**src/rtl/stream_reader_defs.svh**
```systemverilog
// Stream reader parameters

`ifndef STREAM_READER_DEFS_SVH
`define STREAM_READER_DEFS_SVH

// SRAM address width, 64 words
`define SR_ADDR_WIDTH 6

// Width of one memory word
`define SR_WORD_WIDTH 64

// Width of one output beat, word width must be a whole multiple of it
`define SR_BEAT_WIDTH 16

// Entries in the prefetch FIFO
`define SR_FIFO_DEPTH 4

`endif

```
**src/rtl/stream_reader_pkg.sv**
```systemverilog
// Stream reader types

`include "stream_reader_defs.svh"

package stream_reader_pkg;

    // SRAM word address
    typedef logic [`SR_ADDR_WIDTH-1:0] sram_addr_t;

    // One memory word
    typedef logic [`SR_WORD_WIDTH-1:0] sram_word_t;

    // One output beat
    typedef logic [`SR_BEAT_WIDTH-1:0] beat_t;

    // FIFO occupancy, must also hold the full count
    typedef logic [$clog2(`SR_FIFO_DEPTH + 1)-1:0] fifo_usage_t;

    // Beat position inside a word
    typedef logic [$clog2(`SR_WORD_WIDTH / `SR_BEAT_WIDTH)-1:0] beat_idx_t;

endpackage

```
**src/rtl/word_sram.sv**
```systemverilog
// Word memory

`timescale 1ns/1ps

`include "stream_reader_defs.svh"

module word_sram
    import stream_reader_pkg::*;
(
    input  logic       clk_i,
    // Host write port
    input  logic       wr_en_i,
    input  sram_addr_t wr_addr_i,
    input  sram_word_t wr_data_i,
    // Prefetcher read port
    input  logic       rd_en_i,
    input  sram_addr_t rd_addr_i,
    output sram_word_t rd_data_o
);
    localparam int NUM_WORDS = 1 << `SR_ADDR_WIDTH;

    // Storage array, contents undefined until the host loads it
    sram_word_t mem_q [NUM_WORDS];
    sram_word_t rd_data_q;

    // Host writes, only legal while the reader is disabled
    always_ff @(posedge clk_i) begin
        if (wr_en_i) begin
            mem_q[wr_addr_i] <= wr_data_i;
        end
    end

    // One cycle read latency, data held until the next read
    always_ff @(posedge clk_i) begin
        if (rd_en_i) begin
            rd_data_q <= mem_q[rd_addr_i];
        end
    end

    assign rd_data_o = rd_data_q;

endmodule

```
**src/rtl/sync_fifo.sv**
```systemverilog
// Synchronous FIFO

`timescale 1ns/1ps

module sync_fifo
    import stream_reader_pkg::*;
#(
    parameter int DEPTH      = 4,
    parameter int DATA_WIDTH = 64
) (
    input  logic                  clk_i,
    input  logic                  rst_n_i,
    input  logic                  flush_i,
    // Write side
    input  logic                  push_i,
    input  logic [DATA_WIDTH-1:0] data_i,
    // Read side, head entry always visible
    input  logic                  pop_i,
    output logic [DATA_WIDTH-1:0] data_o,
    // Status
    output logic                  full_o,
    output logic                  empty_o,
    output logic                  almost_full_o,
    output fifo_usage_t           usage_o
);
    localparam int PTR_WIDTH = (DEPTH > 1) ? $clog2(DEPTH) : 1;
    localparam logic [PTR_WIDTH-1:0] LAST_PTR = PTR_WIDTH'(DEPTH - 1);

    // Entry storage
    logic [DATA_WIDTH-1:0] mem_q [DEPTH];

    logic [PTR_WIDTH-1:0] wr_ptr_q;
    logic [PTR_WIDTH-1:0] rd_ptr_q;
    fifo_usage_t          usage_q;

    logic do_push;
    logic do_pop;

    // Status flags from the occupancy count
    assign full_o        = (usage_q == fifo_usage_t'(DEPTH));
    assign empty_o       = (usage_q == '0);
    // One slot kept free for a read already in flight
    assign almost_full_o = (usage_q >= fifo_usage_t'(DEPTH - 1));
    assign usage_o       = usage_q;

    // Illegal requests are dropped here
    assign do_push = push_i & ~full_o;
    assign do_pop  = pop_i & ~empty_o;

    // Not fall-through, head of queue
    assign data_o = mem_q[rd_ptr_q];

    // Entry write
    always_ff @(posedge clk_i) begin
        if (do_push) begin
            mem_q[wr_ptr_q] <= data_i;
        end
    end

    // Pointers and count
    always_ff @(posedge clk_i or negedge rst_n_i) begin
        if (!rst_n_i) begin
            wr_ptr_q <= '0;
            rd_ptr_q <= '0;
            usage_q  <= '0;
        end else if (flush_i) begin
            // Flush drops everything, including a push in the same cycle
            wr_ptr_q <= '0;
            rd_ptr_q <= '0;
            usage_q  <= '0;
        end else begin
            if (do_push) begin
                wr_ptr_q <= (wr_ptr_q == LAST_PTR) ? '0 : wr_ptr_q + 1'b1;
            end
            if (do_pop) begin
                rd_ptr_q <= (rd_ptr_q == LAST_PTR) ? '0 : rd_ptr_q + 1'b1;
            end
            // Count moves only when exactly one side acts
            case ({do_push, do_pop})
                2'b10:   usage_q <= usage_q + 1'b1;
                2'b01:   usage_q <= usage_q - 1'b1;
                default: usage_q <= usage_q;
            endcase
        end
    end

endmodule

```
**src/rtl/mem_to_handshake_fifo.sv**
```systemverilog
// SRAM prefetcher with handshake output

`timescale 1ns/1ps

`include "stream_reader_defs.svh"

module mem_to_handshake_fifo
    import stream_reader_pkg::*;
(
    input  logic        clk_i,
    input  logic        rst_n_i,
    input  logic        en_i,
    input  logic        flush_i,
    // Inclusive last address of the sweep
    input  sram_addr_t  addr_upper_bound_i,
    // SRAM read port
    output logic        mem_ren_o,
    output sram_addr_t  mem_raddr_o,
    input  sram_word_t  mem_rdata_i,
    // Word handshake to the splitter
    input  logic        data_ready_i,
    output logic        data_valid_o,
    output sram_word_t  data_o,
    // Debug occupancy
    output fifo_usage_t fifo_usage_o
);
    sram_addr_t raddr_q;
    sram_addr_t raddr_d;
    logic       ren;
    // Read issued last cycle, its data lands now
    logic       ren_dly_q;
    logic       fifo_empty;
    logic       fifo_almost_full;
    logic       fifo_pop;

    // Stop reading early enough to leave room for the read in flight
    assign ren         = en_i & ~flush_i & ~fifo_almost_full;
    assign mem_ren_o   = ren;
    assign mem_raddr_o = raddr_q;

    // Circular sweep 0 .. bound
    assign raddr_d = (raddr_q == addr_upper_bound_i) ? '0 : sram_addr_t'(raddr_q + 1'b1);

    assign data_valid_o = en_i & ~fifo_empty;
    assign fifo_pop     = data_valid_o & data_ready_i;

    always_ff @(posedge clk_i or negedge rst_n_i) begin
        if (!rst_n_i) begin
            raddr_q   <= '0;
            ren_dly_q <= 1'b0;
        end else if (flush_i) begin
            // Restart at 0 and cancel the pending push
            raddr_q   <= '0;
            ren_dly_q <= 1'b0;
        end else begin
            ren_dly_q <= ren;
            if (ren) begin
                raddr_q <= raddr_d;
            end
        end
    end

    // Prefetch buffer, full flag not needed thanks to almost-full gating
    sync_fifo #(
        .DEPTH      (`SR_FIFO_DEPTH),
        .DATA_WIDTH (`SR_WORD_WIDTH)
    ) u_fifo (
        .clk_i         (clk_i),
        .rst_n_i       (rst_n_i),
        .flush_i       (flush_i),
        .push_i        (ren_dly_q),
        .data_i        (mem_rdata_i),
        .pop_i         (fifo_pop),
        .data_o        (data_o),
        .full_o        (),
        .empty_o       (fifo_empty),
        .almost_full_o (fifo_almost_full),
        .usage_o       (fifo_usage_o)
    );

endmodule

```
**src/rtl/beat_splitter.sv**
```systemverilog
// Word to beat splitter

`timescale 1ns/1ps

`include "stream_reader_defs.svh"

module beat_splitter
    import stream_reader_pkg::*;
(
    input  logic       clk_i,
    input  logic       rst_n_i,
    input  logic       flush_i,
    // Word handshake in
    input  logic       word_valid_i,
    input  sram_word_t word_data_i,
    output logic       word_ready_o,
    // Beat handshake out
    output logic       out_valid_o,
    output beat_t      out_data_o,
    output logic       out_last_o,
    input  logic       out_ready_i
);
    localparam int BEATS_PER_WORD = `SR_WORD_WIDTH / `SR_BEAT_WIDTH;
    localparam beat_idx_t LAST_IDX = beat_idx_t'(BEATS_PER_WORD - 1);

    // Held word, payload only
    sram_word_t word_q;
    beat_idx_t  idx_q;
    logic       full_q;

    logic beat_fire;
    logic word_fire;

    assign out_valid_o = full_q;
    // LSB first
    assign out_data_o  = word_q[idx_q * `SR_BEAT_WIDTH +: `SR_BEAT_WIDTH];
    assign out_last_o  = full_q & (idx_q == LAST_IDX);

    assign beat_fire = out_valid_o & out_ready_i;

    // Take a new word when empty or when the last beat leaves now
    assign word_ready_o = ~flush_i & (~full_q | (beat_fire & out_last_o));
    assign word_fire    = word_valid_i & word_ready_o;

    // Payload capture
    always_ff @(posedge clk_i) begin
        if (word_fire) begin
            word_q <= word_data_i;
        end
    end

    always_ff @(posedge clk_i or negedge rst_n_i) begin
        if (!rst_n_i) begin
            full_q <= 1'b0;
            idx_q  <= '0;
        end else if (flush_i) begin
            full_q <= 1'b0;
            idx_q  <= '0;
        end else if (word_fire) begin
            // Back-to-back load, beat 0 next cycle
            full_q <= 1'b1;
            idx_q  <= '0;
        end else if (beat_fire) begin
            if (out_last_o) begin
                full_q <= 1'b0;
                idx_q  <= '0;
            end else begin
                idx_q <= idx_q + 1'b1;
            end
        end
    end

endmodule

```
**src/rtl/mem_stream_reader.sv**
```systemverilog
// Memory stream reader top

`timescale 1ns/1ps

module mem_stream_reader
    import stream_reader_pkg::*;
(
    input  logic        clk_i,
    input  logic        rst_n_i,
    // Reader control
    input  logic        en_i,
    input  logic        flush_i,
    input  sram_addr_t  addr_upper_bound_i,
    // Host load port, only while en_i is low
    input  logic        wr_en_i,
    input  sram_addr_t  wr_addr_i,
    input  sram_word_t  wr_data_i,
    // Beat stream out
    output logic        out_valid_o,
    output beat_t       out_data_o,
    output logic        out_last_o,
    input  logic        out_ready_i,
    // Debug observation of the prefetch buffer
    output fifo_usage_t fifo_usage_o
);
    // SRAM read path
    logic       mem_ren;
    sram_addr_t mem_raddr;
    sram_word_t mem_rdata;

    // Word handshake between prefetcher and splitter
    logic       word_valid;
    logic       word_ready;
    sram_word_t word_data;

    // Data store
    word_sram u_sram (
        .clk_i     (clk_i),
        .wr_en_i   (wr_en_i),
        .wr_addr_i (wr_addr_i),
        .wr_data_i (wr_data_i),
        .rd_en_i   (mem_ren),
        .rd_addr_i (mem_raddr),
        .rd_data_o (mem_rdata)
    );

    // Circular reads into the prefetch FIFO
    mem_to_handshake_fifo u_prefetch (
        .clk_i              (clk_i),
        .rst_n_i            (rst_n_i),
        .en_i               (en_i),
        .flush_i            (flush_i),
        .addr_upper_bound_i (addr_upper_bound_i),
        .mem_ren_o          (mem_ren),
        .mem_raddr_o        (mem_raddr),
        .mem_rdata_i        (mem_rdata),
        .data_ready_i       (word_ready),
        .data_valid_o       (word_valid),
        .data_o             (word_data),
        .fifo_usage_o       (fifo_usage_o)
    );

    // Words cut into beats
    beat_splitter u_splitter (
        .clk_i        (clk_i),
        .rst_n_i      (rst_n_i),
        .flush_i      (flush_i),
        .word_valid_i (word_valid),
        .word_data_i  (word_data),
        .word_ready_o (word_ready),
        .out_valid_o  (out_valid_o),
        .out_data_o   (out_data_o),
        .out_last_o   (out_last_o),
        .out_ready_i  (out_ready_i)
    );

endmodule

```
**config.mk**
```make
export PLATFORM = sky130hd
export DESIGN_NAME = mem_stream_reader
export DESIGN_NICKNAME = d
export VERILOG_FILES = /design/src/rtl/stream_reader_pkg.sv /design/src/rtl/word_sram.sv /design/src/rtl/sync_fifo.sv /design/src/rtl/mem_to_handshake_fifo.sv /design/src/rtl/beat_splitter.sv /design/src/rtl/mem_stream_reader.sv
export VERILOG_INCLUDE_DIRS = /design/src /design/src/rtl
export SDC_FILE = /design/constraint.sdc
export NUM_CORES = 2
export LEC_CHECK = 0
export BUFFER_PORTS_ARGS = -buffer_cell sky130_fd_sc_hd__buf_2
export CORE_ASPECT_RATIO = 0.7
export CORE_MARGIN = 2
export CORE_UTILIZATION = 35
export DETAILED_ROUTE_END_ITERATION = 6
export PLACE_DENSITY = 0.55
export SYNTH_ARGS = -nofsm -noshare
export SYNTH_HDL_FRONTEND = slang
export SYNTH_MEMORY_MAX_BITS = 65536
export SYNTH_SLANG_ARGS = --single-unit
```
**constraint.sdc**
```tcl
create_clock -name clk_i -period 6.2 [get_ports clk_i]
set_input_delay 1.24 -clock clk_i [delete_from_list [all_inputs] [get_ports clk_i]]
set_output_delay 1.24 -clock clk_i [all_outputs]
set_load 0.01 [all_outputs]
```
Yosys cells after proc, flatten, opt, wreduce, memory -nomap -nowiden
Memories as Yosys holds them, arrays and structs flattened. A register that Yosys moved wholly into a read port is not among the register bits. Index checks and enable logic that the tools add are counted.

Bits in registers: 17. Bits in writable memories: 4352. Output and inout bits: 21. Word-level logic and storage cells: 72. Memories kept: 2.

Memories: u_sram.mem_q (depth 64, width 64, read ports 1, clocked after memory_dff 1, write ports 1, line word_sram.sv:23) `sram_word_t mem_q [NUM_WORDS];`; u_prefetch.u_fifo.mem_q (depth 4, width 64, read ports 1, clocked after memory_dff 1, write ports 1, line sync_fifo.sv:30) `logic [DATA_WIDTH-1:0] mem_q [DEPTH];`.

Add/subtract/negate cells: 6. Order comparisons: 1. Equal/unequal tests: 7. Shift operators: 1. Muxes and demuxes: 24. Bitwise operators: 16. Reduce and logical (&&, ||, !) cells: 8.

Operators by type and width (count): $shiftx 64x7->16 (1); $mux 2 (10); $mux 6 (3); $and 1x1->1 (10); $mux 1 (9); $reduce_bool 3->1 (3); $eq 2x2->1 const B (4); $add 2x1->2 const B (3); $add 6x1->6 const B (1); $eq 6x6->1 (1); $pmux 3 s2 (1); $reduce_bool 2->1 (3); $not 1->1 (5); $add 3x1->3 const B (1); $eq 3x3->1 const B (1); $ge 3x2->1 const B (1); $logic_not 3->1 (1); $mux 3 (1); $sub 3x1->3 const B (1); $eq 2x1->1 const B (1); $reduce_and 2->1 (1); $or 1x1->1 (1).

Logic depth before layout (Yosys ltp)
Depth in word-level cells: 10. Gate-level depth with buffers: 11.

Modules after synthesis
From an unflattened synthesis, not the netlist that was laid out.

Cells, all modules: 7147. Area, all modules: 169831.6 sq um.

Modules (own cells, without submodules): word_sram (instances 1, cells an instance 6598, area each 156989.3 sq um, seq. area each 124919.8 sq um); sync_fifo (instances 1, cells an instance 402, area each 9825.7 sq um, seq. area each 7862.5 sq um); beat_splitter (instances 1, cells an instance 103, area each 2541.2 sq um, seq. area each 1996.9 sq um); mem_to_handshake_fifo (instances 1, cells an instance 44, area each 475.5 sq um, seq. area each 175.2 sq um).

Worst setup path after synthesis
No wires, ideal clock.

Path kind: input to register. From: in wr_addr_i[5]. To: mem u_sram.mem_q[37][0] (netlist bit) (enable). Library setup time: 487 ps. Data arrival time: 4761 ps. Setup slack: 953 ps. Cell stages on the path: 4. Path through: clkbuf_1 or3b_2 clkbuf_1 nor2_1.

RTL lines: start, declared (line mem_stream_reader.sv:16) `input sram_addr_t wr_addr_i,`; end, declared (line word_sram.sv:23).

Straight into the memory's write port.

==> flow_summary.ini <==
[outcome]
status = complete, no violations

[route]
wire_per_inst_um = 36.4
totalWireLength_um = 526000
detailroute.wirelength.met3_um = 68600
wl_met1_um = 220000
route.met2.wl_um = 226000
top_layer = met5
dr.first_iter.drc_count = 14500
remaining_drc_errors = 0
dr.pass1.iters = 6
dr_total_vias = 83700
ant_nets = 0
vias_per_cell = 5.79

[global_route]
grt_pass1_wl_um = 708000
grt_usage_pct = 20.8
grt_max_degree = 110
antenna_found_initial = 68
grt_pass1_vias = 81800
grt-ovfl-total = 0

[flow_run]
max-cap-violations = 0

[cells_and_area]
fillers = 42000
final_cells = 14500
seqCellArea_um2 = 135000
drive_gt1_share_pct = 29.5
final_area_um2 = 195000
nets = 7712
area.growth.synth_to_final_pct = 14.2
multi_input_area_um2 = 34200

[critical_path]
cp.arrival_ns = 5.12
cp-start-kind = flip-flop
crit_type = flip-flop to flip-flop
crit_fanout = 19
required_ns = 6.73
crit_path_end_kind = flip-flop

[synth]
yosys.area.top_type = edfxtp_1
synth_cell_types = 56
synth_warnings = 0
ys_seq_area_share_pct = 79.1
synthCells = 7141
async_reset_ff_share_pct = 0.378
syn_area_per_cell_um2 = 23.9
synthesis.area_um2 = 171000
synth_ff_type = edfxtp_1
netlist.area_leader.share_pct = 78.9
synth_edf_count = 4480
synth_area_leaders = edfxtp_1, mux4_2, mux2i_1, buf_4, mux2_2
ys_ff_latch = 4497
syn_nets = 7230

[cts]
cts_buffers = 418
cts_tree = done
numClockSinks = 4497
post_cts_buffers = 0
htreeDepth = 5
post_cts_resized = 0
clk_pin_slew_ns = 0.07
clk_path_buf_depth = 4
clockRootBuffer = clkbuf_16
postCtsHoldBufs = 0
clk_latency_ns = 1.01

[pwr]
vdd_drop_max_uv = 227
p_leak_nw = 58.1
p_total_mw = 64.5
p_per_area_nw_per_um2 = 331

[timing]
worst-slew-pin-transition_ns = 1.44
min_period_over_period_pct = 74.0
fin_setup_tns_ns = 0
max_freq_mhz = 218
skew_ns = 0.0875
setup_violations = 0
relSlewSlack_pct = 3.89
hold_viol_final = 0
rsz0062_at_grt = no
post-route-min-period_ns = 4.59
fin_ws_ns = 1.61
drv_slew = 0

[die]
die_w_um = 838
io_pins = 103
core_um2 = 485000
die_area_um2 = 493000
start_util_pct = 35.1
rows = 214
die_h_um = 588

[placement]
gp_congestion = 0.822
dp_hpwl_um = 303000
dp.cells = 13700
dpl_cell_area_um2 = 182000
port_buffers = 102
pre_cts_ws_ns = 1.64

[worst_hold_path]
min_path_type = primary input to asynchronous set/reset pin
-- metal layers --
metal | global-route usage (%) | vias up
met5 | 0 | -
met4 | 4.04 | 22
met3 | 7.02 | 648
met2 | 29.7 | 4989
met1 | 31.1 | 46300
li1 | - | 31800
-- final timing paths --
kind                                           startpoint  cells past startpoint                              to  slack (ns)
worst max-delay path            u_prefetch.mem_raddr_o[4]                      7            u_sram.rd_data_o[38]        1.61
worst min-delay path                              rst_n_i                      1    u_prefetch.u_fifo.usage_o[2]        0.29
worst max register to register  u_prefetch.mem_raddr_o[4]                      7            u_sram.rd_data_o[38]        1.61
worst min register to register       u_sram.rd_data_o[57]                      0  u_prefetch.u_fifo.mem_q[2][57]        0.50
max in group asynchronous                         rst_n_i                      1       u_prefetch.mem_raddr_o[0]        5.39
min in group clk_i                   u_sram.rd_data_o[57]                      0  u_prefetch.u_fifo.mem_q[2][57]        0.50
-- sequential cells by signal, summed over array words and instances, names as in the netlist --
signal and count:
u_prefetch.ren_dly_q 1, u_prefetch.u_fifo.usage_o 3, u_prefetch.u_fifo.rd_ptr_q 2, u_prefetch.u_fifo.wr_ptr_q 2, u_prefetch.mem_raddr_o 6, u_sram.rd_data_o 64
u_splitter.out_valid_o 1, u_prefetch.u_fifo.mem_q 256, u_sram.mem_q 4096, u_splitter.word_q 64, u_splitter.idx_q 2
-- power breakdown --
part / switching, mW / leakage (nW) / internal (mW)
Clock: 11.5 / 6.44 / 14.0
Sequential: 0.324 / 40.6 / 33.9
Combinational: 2.74 / 11.1 / 2.08
Total: 14.5 / 58.1 / 50.0
-- metrics by stage --
step           util, %  hold slack, ns
2_1_floorplan        -           0.459
3_3_place_gp      37.4           0.480
3_5_place_dp      37.4           0.496
4_1_cts           40.1           0.228
5_1_grt           40.1           0.284
6_report          40.1           0.290
-- cell usage after synthesis, types with 3 or more instances --
cell       instances
a22oi_1           81
buf_2            121
nor3_1            16
nand4_1            5
nand3b_1           9
nor3b_1            5
o22ai_1           80
a22o_1            14
o21a_1             3
o21ai_1           27
nand3_1           29
mux4_2          1151
dfrtp_1           17
nand2b_1          11
nor2_1           120
nand2_1           91
clkbuf_1         118
edfxtp_1        4480
buf_6             24
xnor2_1            3
nor2b_1           19
o211ai_1          17
buf_4             85
ha_1               6
inv_1             10
mux2_2            55
o221ai_1          27
xor2_1             5
a211oi_1          51
or3b_2             8
o21ai_0           39
or3_1              4
and2_1            10
a31oi_1            9
a21oi_1          118
buf_1             30
a2bb2oi_1          3
mux2i_1          212
-- logic make-up after synthesis --
kind of cell	synth area share, %
fa+ha+maj	0.0557
simple gates	0.893
buf+inv	1.24
compound gates	1.86
xor+xnor	0.0411
mux	16.8
flops	79.1
-- cell type report --
cell class,instances,area share [%]
antenna,15,0.0193
clock buffer,504,5.60
clock inverter,257,1.20
inverter,14,0.0321
multi-input combinational,2252,17.5
sequential,4497,69.3
tap,6480,4.16
timing repair buffer,440,2.16
-- cell usage in the layout, fill, tap and decap left out, types with 9 or more instances in the layout --
cell        instances
edfxtp_1         4480
mux4_2           1151
clkbuf_16         424
buf_4             247
mux2i_1           212
a21oi_1           113
buf_2             101
clkinv_1           98
buf_12             92
nand2_1            87
clkinv_2           83
a22oi_1            81
o22ai_1            80
clkbuf_1           80
nor2_4             71
mux2_2             55
a211oi_1           50
nor2_1             46
bufinv_16          36
o21ai_0            35
o21ai_1            29
nand3_1            28
o221ai_1           27
clkinvlp_4         23
o211ai_1           17
nor2b_1            16
diode_2            15
nor3_1             15
a22o_1             14
nand2b_1           10
inv_1               9
nand3b_1            9
a31oi_1             9
dfrtp_1             9
-- critical path: stages (launching register included) --
cell	delay (ns)
dfrtp_4	0.72
buf_4	0.35
nand2_2	0.54
buf_12	0.28
o221ai_1	0.34
a21oi_1	0.49
o22ai_1	0.17
nor2_1	1.09
No activity file was read; power rests on OpenSTA's default activity.
